==> src/design/fifo_pkg.sv <==
/*
 * sizes and types shared by the FIFO blocks
 * DEPTH must be a power of two, the pointer wrap bit relies on it
 */
package fifo_pkg;

   //############################################################
   // sizes
   //############################################################
   localparam int DW       = 32;             // payload width
   localparam int DEPTH    = 16;             // entries, power of two
   localparam int AW       = $clog2(DEPTH);  // array address width
   localparam int PROGFULL = DEPTH - 1;      // almost_full threshold

   // 1 adds a second register behind the array read
   // one extra cycle of read latency, empty stretched to match
   localparam int MEM_REG  = 1;

   //############################################################
   // types
   //############################################################

   // one payload word
   typedef logic [DW-1:0] word_t;

   // array address, no wrap bit
   typedef logic [AW-1:0] addr_t;

   // occupancy, one bit wider so a full FIFO reads DEPTH
   typedef logic [AW:0] cnt_t;

endpackage
==> src/design/mem_if.sv <==
/*
 * storage array ports, write and read on the same clock
 * strobes are single cycle, no handshake
 */
`timescale 1ns/1ps

interface mem_if #(
   parameter type payload_t = fifo_pkg::word_t  // word carried on the data lines
);
   import fifo_pkg::*;

   // write port
   logic     wr_en;    // write at this edge
   addr_t    wr_addr;  // write location
   payload_t wr_din;   // write data, driven from the top level

   // read port
   logic     rd_en;    // read at this edge
   addr_t    rd_addr;  // read location
   payload_t rd_dout;  // read data, held between reads

   // pointer side issues strobes and addresses
   modport ctrl (
      output wr_en, wr_addr,
      output rd_en, rd_addr
   );

   // array side
   modport mem (
      input  wr_en, wr_addr, wr_din,
      input  rd_en, rd_addr,
      output rd_dout
   );

endinterface

==> src/design/fifo_sync.sv <==
/*
 * synchronous FIFO, fifo_pkg::DEPTH words of fifo_pkg::DW bits
 * dout trails an accepted read by fifo_pkg::MEM_REG+1 edges
 */
`timescale 1ns/1ps

module fifo_sync (
   // common
   input  logic            clk,          // clock
   input  logic            nreset,       // async reset, active low
   input  logic            clear,        // sync clear

   // write side
   input  fifo_pkg::word_t din,          // write data
   input  logic            wr_en,        // write request
   output logic            full,         // writes dropped while high
   output logic            almost_full,  // PROGFULL reached

   // read side
   input  logic            rd_en,        // read request
   output fifo_pkg::word_t dout,         // read data, held between reads
   output logic            empty,        // reads dropped while high
   output fifo_pkg::cnt_t  rd_count      // entries held
);
   import fifo_pkg::*;

   //############################################################
   // controller to array
   //############################################################
   mem_if #(.payload_t(word_t)) mem_bus ();

   assign mem_bus.wr_din = din;      // data rides alongside the strobe
   assign dout = mem_bus.rd_dout;

   //############################################################
   // blocks
   //############################################################

   // pointers and flags
   fifo_ctrl u_ctrl (
      .clk         (clk),
      .nreset      (nreset),
      .clear       (clear),
      .wr_en       (wr_en),
      .rd_en       (rd_en),
      .full        (full),
      .almost_full (almost_full),
      .empty       (empty),
      .rd_count    (rd_count),
      .mem         (mem_bus)
   );

   // storage
   dp_memory #(
      .payload_t (word_t)
   ) u_mem (
      .clk    (clk),
      .nreset (nreset),
      .mem    (mem_bus)
   );

endmodule

==> src/design/fifo_ctrl.sv <==
/*
 * FIFO pointers, count and flags; clear is synchronous and wins over access
 * requests refused by full or empty are dropped without notice
 */
`timescale 1ns/1ps

module fifo_ctrl (
   input  logic           clk,          // clock
   input  logic           nreset,       // async reset, active low
   input  logic           clear,        // sync clear, empties the FIFO
   input  logic           wr_en,        // write request
   input  logic           rd_en,        // read request
   output logic           full,         // DEPTH entries held
   output logic           almost_full,  // at or above PROGFULL
   output logic           empty,        // nothing readable
   output fifo_pkg::cnt_t rd_count,     // entries held, 0..DEPTH
   mem_if.ctrl            mem           // array strobes and addresses
);
   import fifo_pkg::*;

   //############################################################
   // local signals
   //############################################################
   logic [AW:0] wr_ptr;     // write pointer, msb is the wrap bit
   logic [AW:0] rd_ptr;     // read pointer, msb is the wrap bit
   logic        ptr_match;  // addresses equal
   logic        raw_empty;  // pointers equal, wraps equal
   logic        empty_q;    // raw_empty one edge ago
   logic        wr_accept;  // write taken at this edge
   logic        rd_accept;  // read taken at this edge

   //############################################################
   // acceptance
   //############################################################

   // clear drops both sides
   assign wr_accept = wr_en & ~full & ~clear;
   assign rd_accept = rd_en & ~empty & ~clear;

   // strobes go straight to the array
   assign mem.wr_en   = wr_accept;
   assign mem.wr_addr = wr_ptr[AW-1:0];
   assign mem.rd_en   = rd_accept;
   assign mem.rd_addr = rd_ptr[AW-1:0];

   //############################################################
   // flags
   //############################################################
   assign ptr_match = (wr_ptr[AW-1:0] == rd_ptr[AW-1:0]);
   assign full      = ptr_match & (wr_ptr[AW] != rd_ptr[AW]);  // writer a lap ahead
   assign raw_empty = ptr_match & (wr_ptr[AW] == rd_ptr[AW]);

   assign almost_full = (rd_count >= cnt_t'(PROGFULL));

   // empty rises with raw_empty but falls a cycle late
   // gives a first write time to reach the registered read path
   assign empty = (MEM_REG == 1) ? (raw_empty | empty_q) : raw_empty;

   always_ff @(posedge clk or negedge nreset)
   begin
      if (!nreset)
      begin
         empty_q <= 1'b1;
      end
      else
      begin
         empty_q <= raw_empty;
      end
   end

   //############################################################
   // pointers
   //############################################################
   always_ff @(posedge clk or negedge nreset)
   begin
      if (!nreset)
      begin
         wr_ptr <= '0;
         rd_ptr <= '0;
      end
      else if (clear)
      begin
         wr_ptr <= '0;  // back to the empty state
         rd_ptr <= '0;
      end
      else
      begin
         if (wr_accept)
         begin
            wr_ptr <= wr_ptr + 1'b1;  // wraps into msb
         end
         if (rd_accept)
         begin
            rd_ptr <= rd_ptr + 1'b1;
         end
      end
   end

   //############################################################
   // occupancy
   //############################################################
   always_ff @(posedge clk or negedge nreset)
   begin
      if (!nreset)
      begin
         rd_count <= '0;
      end
      else if (clear)
      begin
         rd_count <= '0;
      end
      else
      begin
         case ({wr_accept, rd_accept})
            2'b10:   rd_count <= rd_count + 1'b1;  // write only
            2'b01:   rd_count <= rd_count - 1'b1;  // read only
            default: rd_count <= rd_count;         // both or none
         endcase
      end
   end

endmodule

==> src/design/dp_memory.sv <==
/*
 * dual-port array, one clock, read latency 1 or 2 per fifo_pkg::MEM_REG
 * array contents are undefined after reset, only the read registers clear
 */
`timescale 1ns/1ps

module dp_memory #(
   parameter type payload_t = fifo_pkg::word_t  // stored word type
) (
   input  logic clk,     // clock
   input  logic nreset,  // async reset, read registers only
   mem_if.mem   mem      // write and read ports
);
   import fifo_pkg::*;

   //############################################################
   // storage
   //############################################################
   payload_t ram [DEPTH];  // no reset on the array
   payload_t rd_q;         // first read stage

   // whole-word writes, no masks
   always_ff @(posedge clk)
   begin
      if (mem.wr_en)
      begin
         ram[mem.wr_addr] <= mem.wr_din;
      end
   end

   //############################################################
   // read path
   //############################################################

   // registered read, loads only on a strobe
   always_ff @(posedge clk or negedge nreset)
   begin
      if (!nreset)
      begin
         rd_q <= '0;
      end
      else if (mem.rd_en)
      begin
         rd_q <= ram[mem.rd_addr];  // same-edge write not visible here
      end
   end

   generate
      if (MEM_REG == 1)
      begin : g_out_reg
         logic     rd_pend;  // read done last edge, stage two follows
         payload_t out_q;    // second read stage

         always_ff @(posedge clk or negedge nreset)
         begin
            if (!nreset)
            begin
               rd_pend <= 1'b0;
               out_q   <= '0;
            end
            else
            begin
               rd_pend <= mem.rd_en;
               if (rd_pend)
               begin
                  out_q <= rd_q;  // follows stage one by a cycle
               end
            end
         end

         assign mem.rd_dout = out_q;
      end
      else
      begin : g_no_out_reg
         assign mem.rd_dout = rd_q;  // single stage latency
      end
   endgenerate

endmodule

==> config.mk <==
export PLATFORM = sky130hd
export DESIGN_NAME = fifo_sync
export DESIGN_NICKNAME = d
export VERILOG_FILES = /design/src/design/fifo_pkg.sv /design/src/design/mem_if.sv /design/src/design/fifo_sync.sv /design/src/design/fifo_ctrl.sv /design/src/design/dp_memory.sv
export SDC_FILE = /design/constraint.sdc
export NUM_CORES = 1
export LEC_CHECK = 0
export ABC_AREA = 1
export BUFFER_PORTS_ARGS = -buffer_cell sky130_fd_sc_hd__buf_4
export CORE_ASPECT_RATIO = 1.75
export CORE_MARGIN = 4
export CORE_UTILIZATION = 25
export DETAILED_ROUTE_END_ITERATION = 7
export HOLD_SLACK_MARGIN = 0.03
export PLACE_DENSITY_LB_ADDON = 0.25
export SYNTH_ARGS = -nofsm -noshare
export SYNTH_HDL_FRONTEND = slang
export SYNTH_SLANG_ARGS = --single-unit
==> constraint.sdc <==
create_clock -name clk -period 5.15 [get_ports clk]
set_input_delay 0.2575 -clock clk [delete_from_list [all_inputs] [get_ports clk]]
set_output_delay 0.2575 -clock clk [all_outputs]
set_load 0.02 [all_outputs]
# After elaboration in Yosys (flattened, before gate mapping)
# Memory sizes are Yosys's and may differ from the RTL's. A register that Yosys moved wholly into a read port is not among the register bits.
# Cells that the tools add are included.
# Widths: inputs -> output; s select.
word_totals:
  mem_bits_rw: 512
  word_cells: 39
  ff_bits: 49
  mem_count: 1
classes:
  n_lt_le_gt_ge: 1
  muxes: 8
  bitwise_logic: 10
  eq_ne: 5
  n_addsub: 4
  reduce_logical: 4
mem_list:
  columns: ["name", "depth", "word_bits", "rd", "rd_ports_with_merged_regs", "wr", "line", "source"]
  rows:
  - ["u_mem.ram", 16, 32, 1, 1, 1, "dp_memory.sv:19", "payload_t ram [DEPTH];"]
ops:
  columns: ["operator", "n"]
  rows:
  - ["$mux 5", 5]
  - ["$add 5x1->5 const B", 3]
  - ["$pmux 5 s2", 1]
  - ["$and 1x1->1", 6]
  - ["$ge 5x4->1 const B", 1]
  - ["$sub 5x1->5 const B", 1]
  - ["$eq 4x4->1", 1]
  - ["$reduce_bool 2->1", 2]
  - ["$not 1->1", 3]
  - ["$reduce_bool 3->1", 1]
  - ["$eq 2x1->1 const B", 1]
  - ["$eq 2x2->1 const B", 1]
  - ["$mux 1", 2]
  - ["$eq 1x1->1", 1]
  - ["$logic_not 1->1", 1]
  - ["$ne 1x1->1", 1]
  - ["$or 1x1->1", 1]

# Longest topological paths before layout
logic_depth:
  ltp_word: 9
  mapped_depth: 19
  depth_no_buf: 18

# Hierarchy
# From an unflattened synthesis, not the netlist that was laid out.
unflattened:
  cells_unflattened: 2057
  area_unflattened_um2: 24239.5
modules_own_cells:
  columns: ["mod", "area_per_inst_um2", "n_inst", "seq_area_each_um2", "cells_each"]
  rows:
  - ["dp_memory", 23148.5, 1, 17001.3, 1911]
  - ["fifo_ctrl", 1091.0, 1, 401.6, 146]

# Worst setup path after synthesis
# Ideal clock, no wire load.
synth_timing:
  kind: "register to register"
  startpoint: "register u_ctrl.rd_ptr[1]"
  endpoint: "memory u_mem.ram[11][0] in the netlist's numbering, enable pin"
  arrival_time_ns: 3.344
  setup_slack_ns: 1.345
  n_path_buf: 1
  stages_incl_launch_ff: 11
  required_time_ns: 4.689
  cell_sequence: "dfrtp_1 -> buf_4 -> inv_2 -> nand2_1 -> nand2_1 -> nor2_2 -> nand3_2 -> nand2_1 -> inv_1 -> nand2_1 -> nor3_1"
synth_between:
  elab_chain_cells: 7
synth_rtl:
  columns: ["item", "line", "source"]
  rows:
  - ["start, declared", "fifo_ctrl.sv:25", "logic [AW:0] rd_ptr;"]
  - ["start signal, assigned", "fifo_ctrl.sv:94", "rd_ptr <= rd_ptr + 1'b1;"]
  - ["$eq 4x4->1", "fifo_ctrl.sv:49", "assign ptr_match = (wr_ptr[AW-1:0] == rd_ptr[AW-1:0]);"]
  - ["$and 1x1->1", "fifo_ctrl.sv:50", "assign full = ptr_match & (wr_ptr[AW] != rd_ptr[AW]);"]
  - ["$not 1->1", "fifo_ctrl.sv:37", "assign wr_accept = wr_en & ~full & ~clear;"]
  - ["$and 1x1->1 (2 in series)", "fifo_ctrl.sv:37", null]
  - ["$mux 1", "dp_memory.sv:25", "if (mem.wr_en)"]
  - ["$mux 1 (implied by the code)", "dp_memory.sv:27", "ram[mem.wr_addr] <= mem.wr_din;"]
  - ["end, declared", "dp_memory.sv:19", null]
# No other way between the ends.

# Worst setup path in the final report
layout_timing:
  startpoint: "register u_ctrl.rd_ptr[0]"
  endpoint: "memory u_mem.ram[0][8] in the netlist's numbering, enable pin"
# The elaborated chain is that of the path after synthesis.

==> run summary <==
Outcome: finished, final reports clean
Vias in the first global route: 14780
DIE AREA: 98210 sq um
Vias per cell: 4.664
Placed Instances: 3008
Crit path to: u_mem.ram[0][8]$_DFFE_PP_
Average size of a mapped cell: 12.78 sq um
Final setup vio count: 0
Syn Inst Count: 1821
Die Width: 238.6 microns
Final period utilization: 0.6988
I/O pin total: 77
Worst path cell trace: inv_6 -> nand2_1 -> nand2_1 -> nor2_2 -> nand3_2 -> nand2_1 -> inv_1 -> nand2_1 -> inv_2 -> nand2_1 -> nor2_4 -> buf_4
Crit-path max cell delay: 0.75 ns
Synth warn: 0
Critical path peak fanout: 75
Crit end category: register
Synth top area share: 0.6608
Post-Synth Adder-Cell Area: 0.005162
CP Class: reg -> reg
Core box area: 92150 sq um
XOR/XNOR Fraction of Synth Area: 0.001882
GPL Wtd Cong: 0.7950
Setup TNS Final: 0 ns
Largest family of logic cells by synthesized area: compound AO/OA/AOI/OAI gates
Worst path slowest cell: dfrtp_4
Power per Cell Area: 386.5 nW/um^2
First-pass GRT wire length: 94930 microns
H-tree Lvls: 2
RSZ-0062 raised after global routing: false
Crit path buffers/inverters: 4
Largest net degree at the start of global routing: 114
CTS Buffer Depth: 3
Drt drc: 0
Share of layout cells above drive strength 1: 0.1087
Initial antenna violation count: 1
Number of routed nets with antenna violations: 0
Mux cell area share after synthesis: 0.002420
Wirelength per Cell: 20.10 microns
Power consumption: 10.40 mW
Die height: 411.6 microns
Critical path data required time: 5.45 ns
Area growth syn-to-layout: 15.69%
Synth cell types: 36
CTS tree: yes
Post-route minimum period: 3.599 ns
Area contributors post-synth: edfxtp_1, dfrtp_1, o21ai_0
Core Util, Final: 0.2921
R2r setup slk: 1.55 ns
Clock transition at path regs: 0.07 ns
Post-cts resize count: 0
Register area share after synthesis: 0.7480
Fmax: 277.9 MHz
Non-filler cells, final: 3125
Syn Std Cell Area: 23270 sq um
Grt total ovfl: 0
Crit. Startpoint: u_ctrl.rd_ptr[0]$_DFFE_PN0P_
Synthesized flop and latch total: 593
Clock Sinks: 593
Cell count along the critical path: 12
Total number of vias: 14580
Leak pwr: 9.095 nW
CTS Buf Count: 50
Syn_nets: 1867
Net count reported at finish: 1940
Fillers: 9349
Clock Tree Root: clkbuf_16
Final HPWL DP: 38530 microns
All-Layer GR Usage: 0.1248
Highest ir drop seen on vdd: 0.0002149 V
R2R Path Start: u_ctrl.rd_ptr[0]$_DFFE_PN0P_
Insertion delay of the later-clocked pin in the worst-skew pair: 0.59 ns
CP top delay family: simple AND/OR/NAND/NOR gates
Final hold violation count: 0
Final setup skew: 0.01938 ns
Worst Path Arrival: 3.90 ns
R2R Path End: u_mem.ram[0][8]$_DFFE_PP_
Worst slew pin tran: 1.205 ns
Startpoint types: register
Max Slew Vio Count: 0
First DRT Iteration DRCs: 1215
Most common cell on crit path: nand2_1
Hold slack: 0.06042 ns
Pre-antenna DRT Iters: 5
Post-Synth Simple-Gate Area: 0.09717
Rows: 147
Max-cap viol count: 0
Port bufs: 76
Largest area contributor in the netlist: edfxtp_1
Reg2reg path depth: 12
Detailed Route WL: 62810 microns
Initial Util: 0.2525
Synth Area in Compound Gates: 0.1142
Hold Crit Class: in -> reg
Max-slew headroom: 0.1967
-- report_power, final --
group          switching [mW]  total, mW  internal, mW
logic                   0.754       1.18         0.424
clock network            1.70       3.56          1.86
registers               0.156       5.67          5.51
-- sequential cells by signal (all words and copies together) (netlist names) --
name,count
u_ctrl.wr_ptr,5
u_ctrl.rd_count,5
u_mem.mem.rd_dout,32
u_mem.ram,512
u_ctrl.rd_ptr,5
u_mem.g_out_reg.rd_pend,1
u_ctrl.empty_q,1
u_mem.rd_q,32
-- how the worst min path moves through the flow --
stage | start | endpoint | slack (ns) | depth (start not counted)
finish | din[10] | u_mem.ram[6][10]$_DFFE_PP_ | 0.06 | 1
global route | din[21] | u_mem.ram[4][21]$_DFFE_PP_ | 0.03 | 1
CTS | din[21] | u_mem.ram[9][21]$_DFFE_PP_ | 0.03 | 1
detailed placement | nreset | u_mem.rd_q[27]$_DFFE_PN0P_ | 0.16 | 1
global placement | nreset | u_mem.mem.rd_dout[19]$_DFFE_PN0P_ | 0.15 | 1
floorplan | nreset | u_ctrl.rd_count[0]$_DFFE_PN0P_ | -0.04 | 0
-- repair_timing --
| item | 4_1_cts | 5_1_grt |
|---|---|---|
| hold endpoints to repair | 319 | 0 |
| buffers inserted | 0 | 0 |
| hold buffers | 26 | 0 |
-- worst register-to-register path, stage by stage, from the launching register on --
cell	delay, ns
dfrtp_4	0.75
inv_6	0.46
nand2_1	0.09
nand2_1	0.09
nor2_2	0.06
nand3_2	0.09
nand2_1	0.11
inv_1	0.10
nand2_1	0.16
inv_2	0.13
nand2_1	0.26
nor2_4	0.72
buf_4	0.29
-- placed cells by master, fill, tap and decap left out, types with 2 or more instances in the layout --
cell             n
ha_1             8
dlygate4sd3_1   26
o21bai_1         5
nor3_2           3
xor2_1           3
mux2_2           5
nor2_4          14
clkinv_1        18
nand2_1        151
o21ai_1         32
dfrtp_2          2
a21oi_1         33
o211ai_1        42
nand3_1         55
o22ai_1         68
o21a_1           6
clkinv_2         4
nand2_2          2
nor3_1           2
inv_6            2
clkbuf_1        14
xnor2_1          2
nand3_2          3
nor2_1         331
inv_2            5
clkbuf_16       51
edfxtp_1       512
o21ai_0        268
buf_4          109
dfrtp_4          2
o221ai_1        18
dfrtp_1         76
inv_1           46
nand3b_1         5
-- cell usage after synthesis, drive strengths merged --
| cell | count |
|---|---|
| nand3b | 5 |
| fa | 1 |
| mux2 | 5 |
| o21a | 6 |
| nand2 | 153 |
| o221ai | 18 |
| clkbuf | 73 |
| buf | 41 |
| o211ai | 42 |
| xnor2 | 2 |
| nand3 | 58 |
| nor2 | 346 |
| xor2 | 3 |
| dfrtp | 80 |
| o21ai | 300 |
| dfstp | 1 |
| nor3 | 5 |
| o22ai | 68 |
| o21bai | 5 |
| ha | 8 |
| clkinv | 1 |
| a21oi | 34 |
| nand4 | 1 |
| inv | 53 |
| edfxtp | 512 |
-- logic make-up (layout without fill, tap and decap cells) --
| logic type | after synthesis | count (layout) |
|---|---|---|
| AO/OA/AOI/OAI | 473 | 473 |
| adder cells (fa/ha/maj) | 9 | 9 |
| multiplexers | 5 | 5 |
| other | 0 | 1 |
| flip-flops | 593 | 593 |
| AND/OR/NAND/NOR | 568 | 568 |
| XOR/XNOR | 5 | 5 |
| buffers and inverters | 168 | 279 |
-- metrics by stage --
step	area [sq um]	setup WS, ns
after floorplan	23270	1.345
after global placement	25190	1.569
after detailed placement	25190	1.506
after CTS	26910	1.487
after global routing	26910	1.246
final	26920	1.551
-- per-layer routing --
layer,vias up,GRT usage,wire [microns]
li1,6736,-,-
met1,7417,0.1625,26950
met2,339,0.2158,31610
met3,84,0.01453,2550
met4,0,0.04166,1695
met5,-,0,0
-- final cells by class --
cell class / count / area (sq um) / share of cell area
Sequential cell: 593 / 17410 / 0.6469
Multi-Input combinational cell: 1060 / 5258 / 0.1953
Tap cell: 1192 / 1491 / 0.05541
Clock buffer: 65 / 1329 / 0.04937
Timing Repair Buffer: 135 / 1079 / 0.04007
Inverter: 54 / 210.2 / 0.007809
Clock inverter: 25 / 135.1 / 0.005020
Antenna cell: 1 / 2.502 / 0.00009297
Note: power is estimated with default switching activity, not from simulation.
